<file path="src/hdl/monitor_cmd_pkg.sv">
package monitor_cmd_pkg;

	// address or data word
	typedef logic [31:0] word_t;

	// word-aligned breakpoint address in bits 31:2
	typedef logic [31:2] bp_addr_t;

	// class of a command letter
	typedef logic [2:0] cmd_code_t;

	localparam cmd_code_t CMD_NONE = 3'd0;
	localparam cmd_code_t CMD_GO = 3'd1;
	localparam cmd_code_t CMD_WRITE = 3'd2;
	localparam cmd_code_t CMD_READ = 3'd3;
	localparam cmd_code_t CMD_STOP_SET = 3'd4;

	// hex digits in one argument word
	localparam int DIGITS_PER_WORD = 8;

	// cycles from the go line break to cpu_start
	localparam int START_DELAY = 3;

	// command state machine
	typedef enum logic [3:0] {
		ST_IDLE,
		// g <addr>
		ST_GO_ADDR,
		ST_GO_RUN,
		// w <addr> <data> ... ctrl-c
		ST_WR_ADDR,
		ST_WR_DATA,
		// r <start> <end>
		ST_RD_START,
		ST_RD_END,
		ST_RD_DUMP,
		// s <addr>
		ST_STOP_ADDR
	} cmd_state_t;

endpackage

</file>
<file path="src/hdl/monitor_char_pkg.sv">
package monitor_char_pkg;

	// one received character
	typedef logic [7:0] uart_byte_t;

	// value of a single hex digit
	typedef logic [3:0] nibble_t;

	// control characters
	localparam uart_byte_t CHAR_CTRL_C = 8'h03;
	localparam uart_byte_t CHAR_CR = 8'h0d;

	// command letters
	localparam uart_byte_t CHAR_G = 8'h67;
	localparam uart_byte_t CHAR_W = 8'h77;
	localparam uart_byte_t CHAR_R = 8'h72;
	localparam uart_byte_t CHAR_S = 8'h73;

	// hex digit ranges in lower case only
	localparam uart_byte_t CHAR_ZERO = 8'h30;
	localparam uart_byte_t CHAR_NINE = 8'h39;
	localparam uart_byte_t CHAR_LOWER_A = 8'h61;
	localparam uart_byte_t CHAR_LOWER_F = 8'h66;

endpackage
</file>
<file path="src/hdl/word_bus_if.sv">
`timescale 1ns/1ps

interface word_bus_if;
	import monitor_cmd_pkg::*;

	// digit shift request and restart of the word
	logic take_digit;
	logic clear;

	// completed word, held until the next one
	logic word_valid;
	word_t word;

	modport ctrl (
		output take_digit, clear,
		input word_valid
	);

	modport store (
		input take_digit, clear,
		output word_valid, word
	);

endinterface

</file>
<file path="src/hdl/char_bus_if.sv">
`timescale 1ns/1ps

interface char_bus_if;
	import monitor_char_pkg::*;
	import monitor_cmd_pkg::*;

	// fields other than strobe only count while strobe is high
	logic strobe;
	logic is_digit;
	nibble_t digit;
	cmd_code_t cmd;
	logic is_quit;
	logic is_cr;

	modport source (
		output strobe, is_digit, digit, cmd, is_quit, is_cr
	);

	modport sink (
		input strobe, is_digit, digit, cmd, is_quit, is_cr
	);

endinterface

</file>
<file path="src/hdl/uart_monitor_top.sv">
`timescale 1ns/1ps

module uart_monitor_top (
	input logic clk,
	input logic rst_n,
	input monitor_char_pkg::uart_byte_t rout,
	input logic rout_en,
	input logic dump_running,
	input monitor_cmd_pkg::word_t pc_data,
	input logic cpu_run_state,
	output monitor_cmd_pkg::word_t uart_data,
	output logic cpu_start,
	output logic write_address_set,
	output logic write_data_en,
	output logic read_start_set,
	output logic read_end_set,
	output logic read_stop,
	output logic quit_cmd,
	output logic crlf_in
);

	logic bp_load;
	logic bp_hit;

	char_bus_if chr ();
	word_bus_if wbus ();

	char_decoder u_decoder (
		.clk (clk),
		.rst_n (rst_n),
		.rout (rout),
		.rout_en (rout_en),
		.chr (chr.source)
	);

	hex_word_collector u_collector (
		.clk (clk),
		.rst_n (rst_n),
		.chr (chr.sink),
		.wbus (wbus.store)
	);

	cmd_sequencer u_sequencer (
		.clk (clk),
		.rst_n (rst_n),
		.chr (chr.sink),
		.wbus (wbus.ctrl),
		.dump_running (dump_running),
		.cpu_run_state (cpu_run_state),
		.bp_hit (bp_hit),
		.bp_load (bp_load),
		.cpu_start (cpu_start),
		.write_address_set (write_address_set),
		.write_data_en (write_data_en),
		.read_start_set (read_start_set),
		.read_end_set (read_end_set),
		.read_stop (read_stop),
		.quit_cmd (quit_cmd),
		.crlf_in (crlf_in)
	);

	// breakpoint takes its address from the collected word
	pc_breakpoint u_breakpoint (
		.clk (clk),
		.rst_n (rst_n),
		.bp_load (bp_load),
		.word (wbus.word),
		.pc_data (pc_data),
		.cpu_run_state (cpu_run_state),
		.hit (bp_hit)
	);

	assign uart_data = wbus.word;

endmodule

</file>
<file path="src/hdl/pc_breakpoint.sv">
`timescale 1ns/1ps

module pc_breakpoint (
	input logic clk,
	input logic rst_n,
	input logic bp_load,
	input monitor_cmd_pkg::word_t word,
	input monitor_cmd_pkg::word_t pc_data,
	input logic cpu_run_state,
	output logic hit
);
	import monitor_cmd_pkg::*;

	bp_addr_t bp_addr;
	logic armed;

	always_ff @(posedge clk) begin
		if (bp_load)
			bp_addr <= word[31:2];
	end

	// bit 0 set in the s word disarms
	always_ff @(posedge clk or negedge rst_n) begin
		if (!rst_n)
			armed <= 1'b0;
		else if (bp_load)
			armed <= ~word[0];
	end

	// compare the word address only
	assign hit = armed & (bp_addr == pc_data[31:2]) & cpu_run_state;

endmodule

</file>
<file path="src/hdl/cmd_sequencer.sv">
`timescale 1ns/1ps

module cmd_sequencer (
	input logic clk,
	input logic rst_n,
	char_bus_if.sink chr,
	word_bus_if.ctrl wbus,
	input logic dump_running,
	input logic cpu_run_state,
	input logic bp_hit,
	output logic bp_load,
	output logic cpu_start,
	output logic write_address_set,
	output logic write_data_en,
	output logic read_start_set,
	output logic read_end_set,
	output logic read_stop,
	output logic quit_cmd,
	output logic crlf_in
);
	import monitor_cmd_pkg::*;

	cmd_state_t state;
	cmd_state_t state_nxt;

	logic quit_key;
	logic cr_key;
	logic cmd_key;
	logic digit_key;
	logic arg_state;
	logic last_word;
	logic go_crlf;
	logic run_stop;
	logic [START_DELAY-1:0] go_dly;

	// keys only count in their strobe cycle
	assign quit_key = chr.strobe & chr.is_quit;
	assign cr_key = chr.strobe & chr.is_cr;
	assign cmd_key = chr.strobe & (chr.cmd != CMD_NONE);
	assign digit_key = chr.strobe & chr.is_digit;

	// breakpoint stops only a running cpu
	assign run_stop = bp_hit & cpu_run_state;

	always_comb begin
		state_nxt = state;
		if (quit_key) begin
			state_nxt = ST_IDLE;
		end else begin
			case (state)
				ST_IDLE: begin
					if (cmd_key) begin
						case (chr.cmd)
							CMD_GO:
								state_nxt = ST_GO_ADDR;
							CMD_WRITE:
								state_nxt = ST_WR_ADDR;
							CMD_READ:
								state_nxt = ST_RD_START;
							CMD_STOP_SET:
								state_nxt = ST_STOP_ADDR;
							default:
								state_nxt = ST_IDLE;
						endcase
					end
				end
				ST_GO_ADDR:
					if (wbus.word_valid)
						state_nxt = ST_GO_RUN;
				ST_GO_RUN:
					if (run_stop)
						state_nxt = ST_IDLE;
				ST_WR_ADDR:
					if (wbus.word_valid)
						state_nxt = ST_WR_DATA;
				// data words keep coming until ctrl-c
				ST_WR_DATA:
					state_nxt = ST_WR_DATA;
				ST_RD_START:
					if (wbus.word_valid)
						state_nxt = ST_RD_END;
				ST_RD_END:
					if (wbus.word_valid)
						state_nxt = ST_RD_DUMP;
				ST_RD_DUMP:
					if (!dump_running)
						state_nxt = ST_IDLE;
				ST_STOP_ADDR:
					if (wbus.word_valid)
						state_nxt = ST_IDLE;
				default:
					state_nxt = ST_IDLE;
			endcase
		end
	end

	always_ff @(posedge clk or negedge rst_n) begin
		if (!rst_n)
			state <= ST_IDLE;
		else
			state <= state_nxt;
	end

	// states that collect argument digits
	assign arg_state = state inside {ST_GO_ADDR, ST_WR_ADDR, ST_WR_DATA,
		ST_RD_START, ST_RD_END, ST_STOP_ADDR};

	assign wbus.take_digit = digit_key & arg_state;
	// new command or quit restarts the word
	assign wbus.clear = quit_key | ((state == ST_IDLE) & cmd_key);

	// last argument word of a command
	assign last_word = wbus.word_valid &
		(state inside {ST_GO_ADDR, ST_WR_ADDR, ST_RD_END, ST_STOP_ADDR});
	assign go_crlf = wbus.word_valid & (state == ST_GO_ADDR);

	// cpu start trails the go line break
	always_ff @(posedge clk or negedge rst_n) begin
		if (!rst_n)
			go_dly <= '0;
		else
			go_dly <= {go_dly[START_DELAY-2:0], go_crlf};
	end

	assign cpu_start = go_dly[START_DELAY-1];

	assign bp_load = wbus.word_valid & (state == ST_STOP_ADDR);
	assign write_address_set = wbus.word_valid & (state == ST_WR_ADDR);
	assign write_data_en = wbus.word_valid & (state == ST_WR_DATA);
	assign read_start_set = wbus.word_valid & (state == ST_RD_START);
	assign read_end_set = wbus.word_valid & (state == ST_RD_END);
	assign read_stop = quit_key & (state == ST_RD_DUMP);
	assign quit_cmd = quit_key | run_stop;
	assign crlf_in = quit_key | cr_key | last_word;

endmodule

</file>
<file path="src/hdl/hex_word_collector.sv">
`timescale 1ns/1ps

module hex_word_collector (
	input logic clk,
	input logic rst_n,
	char_bus_if.sink chr,
	word_bus_if.store wbus
);
	import monitor_cmd_pkg::*;

	typedef logic [$clog2(DIGITS_PER_WORD)-1:0] digit_cnt_t;

	word_t acc;
	word_t acc_nxt;
	digit_cnt_t cnt;
	logic last_digit;

	// new digit enters at the low nibble
	assign acc_nxt = {acc[27:0], chr.digit};
	assign last_digit = wbus.take_digit && (cnt == digit_cnt_t'(DIGITS_PER_WORD - 1));

	// partial word
	always_ff @(posedge clk) begin
		if (wbus.clear)
			acc <= '0;
		else if (wbus.take_digit)
			acc <= acc_nxt;
	end

	// digit count wraps straight to zero after the last digit
	always_ff @(posedge clk or negedge rst_n) begin
		if (!rst_n) begin
			cnt <= '0;
		end else if (wbus.clear) begin
			cnt <= '0;
		end else if (last_digit) begin
			cnt <= '0;
		end else if (wbus.take_digit) begin
			cnt <= cnt + 1'b1;
		end
	end

	// completed word and its one-cycle valid
	always_ff @(posedge clk or negedge rst_n) begin
		if (!rst_n) begin
			wbus.word_valid <= 1'b0;
			wbus.word <= '0;
		end else begin
			wbus.word_valid <= last_digit;
			if (last_digit)
				wbus.word <= acc_nxt;
		end
	end

endmodule

</file>
<file path="src/hdl/char_decoder.sv">
`timescale 1ns/1ps

module char_decoder (
	input logic clk,
	input logic rst_n,
	input monitor_char_pkg::uart_byte_t rout,
	input logic rout_en,
	char_bus_if.source chr
);
	import monitor_char_pkg::*;
	import monitor_cmd_pkg::*;

	uart_byte_t byte_q;
	logic is_num;
	logic is_hex_letter;

	// capture the byte as it arrives
	always_ff @(posedge clk) begin
		if (rout_en)
			byte_q <= rout;
	end

	// strobe lines up with the registered byte
	always_ff @(posedge clk or negedge rst_n) begin
		if (!rst_n)
			chr.strobe <= 1'b0;
		else
			chr.strobe <= rout_en;
	end

	assign is_num = (byte_q >= CHAR_ZERO) && (byte_q <= CHAR_NINE);
	assign is_hex_letter = (byte_q >= CHAR_LOWER_A) && (byte_q <= CHAR_LOWER_F);

	always_comb begin
		chr.is_digit = is_num | is_hex_letter;
		// a..f carry 1..6 in the low nibble
		if (is_num)
			chr.digit = byte_q[3:0];
		else
			chr.digit = nibble_t'(byte_q[3:0] + 4'd9);
		chr.is_quit = (byte_q == CHAR_CTRL_C);
		chr.is_cr = (byte_q == CHAR_CR);
	end

	// command letters
	always_comb begin
		case (byte_q)
			CHAR_G:
				chr.cmd = CMD_GO;
			CHAR_W:
				chr.cmd = CMD_WRITE;
			CHAR_R:
				chr.cmd = CMD_READ;
			CHAR_S:
				chr.cmd = CMD_STOP_SET;
			default:
				chr.cmd = CMD_NONE;
		endcase
	end

endmodule

</file>
<file path="config.mk">
export PLATFORM = sky130hd
export DESIGN_NAME = uart_monitor_top
export DESIGN_NICKNAME = d
export VERILOG_FILES = /design/src/hdl/monitor_cmd_pkg.sv /design/src/hdl/monitor_char_pkg.sv /design/src/hdl/word_bus_if.sv /design/src/hdl/char_bus_if.sv /design/src/hdl/uart_monitor_top.sv /design/src/hdl/pc_breakpoint.sv /design/src/hdl/cmd_sequencer.sv /design/src/hdl/hex_word_collector.sv /design/src/hdl/char_decoder.sv
export SDC_FILE = /design/constraint.sdc
export NUM_CORES = 1
export LEC_CHECK = 0
export BUFFER_PORTS_ARGS = -buffer_cell sky130_fd_sc_hd__buf_2
export CAP_MARGIN = 10
export CORE_UTILIZATION = 56
export DETAILED_ROUTE_END_ITERATION = 8
export GPL_ROUTABILITY_DRIVEN = 0
export PLACE_DENSITY_LB_ADDON = 0.3
export SKIP_LAST_GASP = 1
export SLEW_MARGIN = 20
export SYNTH_ARGS = -nofsm -noshare
export SYNTH_HDL_FRONTEND = slang
export SYNTH_SLANG_ARGS = --single-unit
</file>
<file path="constraint.sdc">
create_clock -name clk -period 3.6 [get_ports clk]
set_clock_uncertainty 0.2 [all_clocks]
set_input_delay 0.72 -clock clk [delete_from_list [all_inputs] [get_ports clk]]
set_output_delay 0.72 -clock clk [all_outputs]
set_load 0.05 [all_outputs]
</file>
# Yosys cells after proc, flatten, opt, wreduce, memory -nomap -nowiden
# Index checks and enable logic that the tools add are counted.
[word_totals]
reg_bits = 111
inputBits = 45
out_inout_bits = 40
word_cells = 92
[classes]
addsub = 2
order_cmp = 4
n_eq_ne = 28
mux = 16
n_bitwise = 23
reduce_logical = 9
[ops]
columns = ["operator", "count"]
rows = [
  ["two-way mux 4 bit", 10],
  ["case mux 4 bit (9 select lines)", 1],
  ["equality test 8 x 7 -> 1 bit (second input constant)", 4],
  ["equality test 30 bit", 1],
  ["!= test 3 x 2 -> 1 bit (second input constant)", 6],
  ["bitwise AND 1 bit", 17],
  ["equality test 4 x 3 -> 1 bit (second input constant)", 4],
  ["case mux 4 bit (4 select lines)", 1],
  ["case mux 3 bit (4 select lines)", 1],
  ["two-way mux 3 bit", 3],
  ["equality test 4 x 2 -> 1 bit (second input constant)", 2],
  ["equality test 8 x 2 -> 1 bit (second input constant)", 1],
  ["equality test 8 x 4 -> 1 bit (second input constant)", 1],
  [">= comparator 8 x 6 -> 1 bit (second input constant)", 1],
  [">= comparator 8 x 7 -> 1 bit (second input constant)", 1],
  ["less-or-equal comparator 8 x 6 -> 1 bit (second input constant)", 1],
  ["less-or-equal comparator 8 x 7 -> 1 bit (second input constant)", 1],
  ["AND reduction 8 bit", 1],
  ["equality test 3 x 2 -> 1 bit (second input constant)", 2],
  ["equality test 3 bit (second input constant)", 2],
  ["!= test 3 x 1 -> 1 bit (second input constant)", 2],
  ["nonzero test 3 bit", 2],
  ["nonzero test 6 bit", 1],
  ["OR 1 bit", 5],
  ["other kinds (9)", 11],
]

# Logic depth before layout (Yosys ltp)
[logic_depth]
word_depth = 8
depth_mapped = 8
depth_no_buf = 7

# Modules after synthesis
# From an unflattened synthesis, not the netlist that was laid out.
[hier_totals]
cells_unflattened = 365
hier_area_um2 = 4947.2
[by_module_without_submodules]
columns = ["module", "n_inst", "cells_each", "area_each_um2", "seq_area_each_um2"]
rows = [
  ["hex_word_collector", 1, 173, 2482.4, 1461.4],
  ["pc_breakpoint", 1, 74, 1270.0, 925.9],
  ["cmd_sequencer", 1, 75, 674.4, 175.2],
  ["char_decoder", 1, 43, 520.5, 265.3],
]

# Least setup slack after synthesis
# No wires, ideal clock.
[synth_timing]
path_kind = "reg-to-output"
start = "register u_decoder.byte_q[0]"
end = "output read_stop"
arrival_time_ns = 2.596
required_time_ns = 2.680
slack_ns = 0.084
stages_incl_launch_ff = 6
path_buffers = 0
cell_sequence = "edfxtp_1 ha_1 inv_1 nor3_1 nand3_1 nor4_1"
[synth_via]
elab_chain_cells = 3
[synth_rtl]
columns = ["element", "line_no", "text"]
rows = [
  ["start, declared", "char_decoder.sv:13", "uart_byte_t byte_q;"],
  ["start signal, assigned", "char_decoder.sv:20", "byte_q <= rout;"],
  ["equality test 8 x 2 -> 1 bit", "char_decoder.sv:41", "chr.is_quit = (byte_q == CHAR_CTRL_C);"],
  ["bitwise AND 1 bit", "cmd_sequencer.sv:37", "assign quit_key = chr.strobe & chr.is_quit;"],
  ["bitwise AND 1 bit", "cmd_sequencer.sv:132", "assign read_stop = quit_key & (state == ST_RD_DUMP);"],
  ["end, declared", "uart_monitor_top.sv:17", "output logic read_stop,"],
]
# No other way between the ends.

# Worst setup path in the final report
[layout_timing]
start = "register u_decoder.byte_q[0]"
end = "output quit_cmd"
[layout_via]
elab_chain_cells = 3
[layout_rtl]
columns = ["element", "line_no", "text"]
rows = [
  ["equality test 8 x 2 -> 1 bit", "char_decoder.sv:41", ""],
  ["bitwise AND 1 bit", "cmd_sequencer.sv:37", ""],
  ["OR 1 bit", "cmd_sequencer.sv:133", "assign quit_cmd = quit_key | run_stop;"],
  ["end, declared", "uart_monitor_top.sv:18", "output logic quit_cmd,"],
]
# No other way between the ends.

==> flow_summary_export.csv <==
group,metric,value,unit
cells_and_area,fin_cells,600,
sta,post-route-min-period,3.247,ns
synthesis,syn_nets,467,
synthesis,synth.area.top_cells,"edfxtp_1 23%, dfrtp_1 23%, dfxtp_1 11%, mux2_4 5.4%, xor2_1 5.3%",
clock_network,root_buffer,"clkbuf_8",
clock_network,holdBufCountCts,0,
global_routing,grt_max_degree,46,
detailed_routing,route.detailed.drc,0,
synthesis,synth.ff_latch_count,111,
global_routing,antenna_found_initial,0,
synthesis,yosysWarnings,0,
worst_setup_path,r2r_slack,0.53,ns
synthesis,avgSynthCellArea,11.93,um2
placed_design,dp_slack,0.4461,ns
synthesis,synth_edf_count,38,
detailed_routing,avgViaCountPerCell,5.902,
synthesis,yosysUniqueCellTypes,56,
floorplan,die_height,96.14,um
global_routing,grt.overflow.total,0,
clock_network,cts_setup_buffers,0,
detailed_routing,ant_nets,0,
synthesis,ys_seq_area_frac,0.5698,
global_routing,grtUsageMet2,0.3611,
clock_network,cts_resized,0,
synthesis,synth_top_family_by_area,"compound AO/OA/AOI/OAI gates",
run,maxCapViolCount,0,
placed_design,portBuffers,82,
global_routing,grtUsageTotal,0.2290,
placed_design,place_area,5429,um2
detailed_routing,routedWlPerCell,16.64,um
floorplan,core,8382,um2
worst_setup_path,arrival,2.33,ns
synthesis,async_reset_ff_frac,0.4054,
clock_network,cts_num_sinks,111,
global_routing,grt_pass1_vias,3262,
worst_setup_path,crit_path_max_fanout,8,
worst_setup_path,cp-end-kind,"output pin",
synthesis,synth_ff_type,"dfrtp_1",
placed_design,place_hpwl,6949,um
clock_network,clkSlewWorstSetupHoldPaths,0.11,ns
sta,fin_crit_sh,0.9020,
cells_and_area,syn2layout_area_growth,13.64,%
floorplan,die_x,96.14,um
sta,max_freq,308.0,MHz
pwr,p_leak,2.385,nW
sta,maxSlewViolCount,0,
cells_and_area,final_nets,541,
min_path,hp-class,"in -> async",
clock_network,cts_buffers,9,
sta,slew_headroom,0.6018,
synthesis,synth_top_cell_area_share,0.2300,
floorplan,start_util,0.5920,
sta,hold_violations,0,
worst_setup_path,crit_chain,"ha_1 -> inv_1 -> nor3_1 -> nand3_1 -> o21ai_0 -> buf_2",
floorplan,dieArea,9242,um2
detailed_routing,drt-pass1-iter-count,5,
clock_network,clock_latency,0.36,ns
clock_network,cts_tree,"yes",
synthesis,synthXorXnorAreaFrac,0.05472,
cells_and_area,drive_gt1_frac,0.2707,
synthesis,netlist_area,4962,um2
worst_setup_path,crit_type,"reg -> out",
worst_setup_path,cp.required,2.68,ns
worst_setup_path,critPathTopFamily,"simple AND/OR/NAND/NOR gates",
floorplan,rows,33,
detailed_routing,first_iter_violations,325,
sta,setup_viol,0,
sta,worstMarginPinSlew,0.5973,ns
synthesis,yosys.area_share.simple,0.1109,
clock_network,clockBufferDepth,2,
sta,fin_tns_setup,0,ns
placed_design,place_inst,584,
sta,fin_ws,0.3529,ns
synthesis,synth_top_area_cell,"edfxtp_1",
pwr,p_per_area,400.2,nW/um2
clock_network,htreeDepth,3,
cells_and_area,diodes,0,
global_routing,busiest_layer,"met2",
floorplan,ios,85,
synthesis,synthAdderAreaFrac,0.01513,
cells_and_area,fillerInstances,635,
global_routing,grt.met3_usage,0.03318,
synthesis,synth_compound_area_frac,0.1314,
worst_setup_path,cp_slowest_cell,"edfxtp_1",
worst_setup_path,critPathBufInv,2,
cells_and_area,stdcell_area,5639,um2
pwr,peakVddDrop,0.2510,mV
global_routing,use_met1,0.3229,
global_routing,grt_pass1_wl,16000,um
worst_setup_path,max_stage_delay,0.47,ns
synthesis,synthMuxAreaShare,0.08396,
worst_setup_path,cp-start-kind,"register",
sta,rsz0062_at_grt,"false",
run_status,status,"finished clean",
detailed_routing,vias,3541,
synthesis,synthCells,416,
detailed_routing,routed_wl,9982,um
state kept, by name, indices dropped and copies added, names as in the netlist, 3 cells and up:
| signal | count |
|---|---|
| u_collector.wbus.word | 32 |
| u_breakpoint.bp_addr | 30 |
| u_collector.acc | 28 |
| u_decoder.byte_q | 8 |
| u_sequencer.state | 4 |
| u_collector.cnt | 3 |
| u_sequencer.go_dly | 3 |
power by group:
part / internal (mW) / leakage, nW / switching (mW)
clock network: 0.282 / 0.105 / 0.464
logic: 0.0726 / 1.15 / 0.0961
registers: 1.31 / 1.13 / 0.0326
cell families after synthesis:
group	Yosys count
DFF	111
AOI/OAI and AO/OA	101
and+or+nand+nor	98
buffers and inverters	38
xor gates and xnor gates	31
muxes	31
adders and majority gates	6
per-layer routing:
layer	routed length, um	vias up
met5	0	-
met4	270	0
met3	537	22
met2	4723	144
met1	4450	1692
li1	-	1683
final cells by class:
class,count,area (um2),area share
timing repair buffer,88,457.9,0.08121
multi-input combinational,267,1966,0.3486
inverter,13,48.80,0.008653
tap,105,131.4,0.02330
sequential,111,2828,0.5014
clock buffer,9,123.9,0.02197
clock inverter,7,83.83,0.01487
layout by cell type (no fill, tap or decap), types with 2 or more instances in the layout:
cell type,count
and3_1,2
o221ai_1,2
or3_1,2
xor2_1,30
a22o_1,3
dfxtp_1,28
nand4_1,2
o21ai_0,31
a31oi_1,3
or4_1,2
nor4_1,13
nand2b_1,3
buf_2,81
nor2_1,6
mux2_4,18
nand3_1,29
nand4b_1,3
o31ai_1,2
edfxtp_1,38
inv_8,3
ha_1,6
inv_1,13
buf_4,7
o2111ai_1,3
nor3_1,10
o21a_1,4
mux2_2,4
mux2_1,9
nand3b_1,4
clkinv_8,2
nand2_1,16
a21oi_1,34
a21bo_2,3
clkbuf_8,9
dfrtp_1,45
cell usage after synthesis (6+ instances only):
master and n:
a21oi_1 34, clkbuf_1 18, dfrtp_1 45, dfxtp_1 28
edfxtp_1 38, ha_1 6, inv_1 13, mux2_1 9
mux2_4 18, nand2_1 16, nand3_1 29, nor2_1 6
nor3_1 10, nor4_1 13, o21ai_0 32, xor2_1 30
path summary, 6_finish.rpt:
path                                       start                   endpoint  depth (start not counted)
max                          u_decoder.byte_q[0]                   quit_cmd                          6
min                                        rst_n       u_sequencer.state[3]                          1
max reg2reg                  u_decoder.byte_q[0]  u_collector.wbus.word[31]                          7
min reg2reg                u_sequencer.go_dly[0]      u_sequencer.go_dly[1]                          0
max in group asynchronous                  rst_n   u_collector.wbus.word[1]                          1
min in group clk           u_sequencer.go_dly[0]      u_sequencer.go_dly[1]                          0
metrics by stage:
step | hold slack (ns) | util | power [mW]
after floorplan | 0.1312 | - | 1.470
after global placement | 0.1335 | 0.6477 | 1.525
after detailed placement | 0.1358 | 0.6477 | 1.535
after CTS | 0.1624 | 0.6725 | 2.263
after global routing | 0.1777 | 0.6728 | 2.338
final | 0.1527 | 0.6728 | 2.257
No activity file was read; power rests on OpenSTA's default activity.
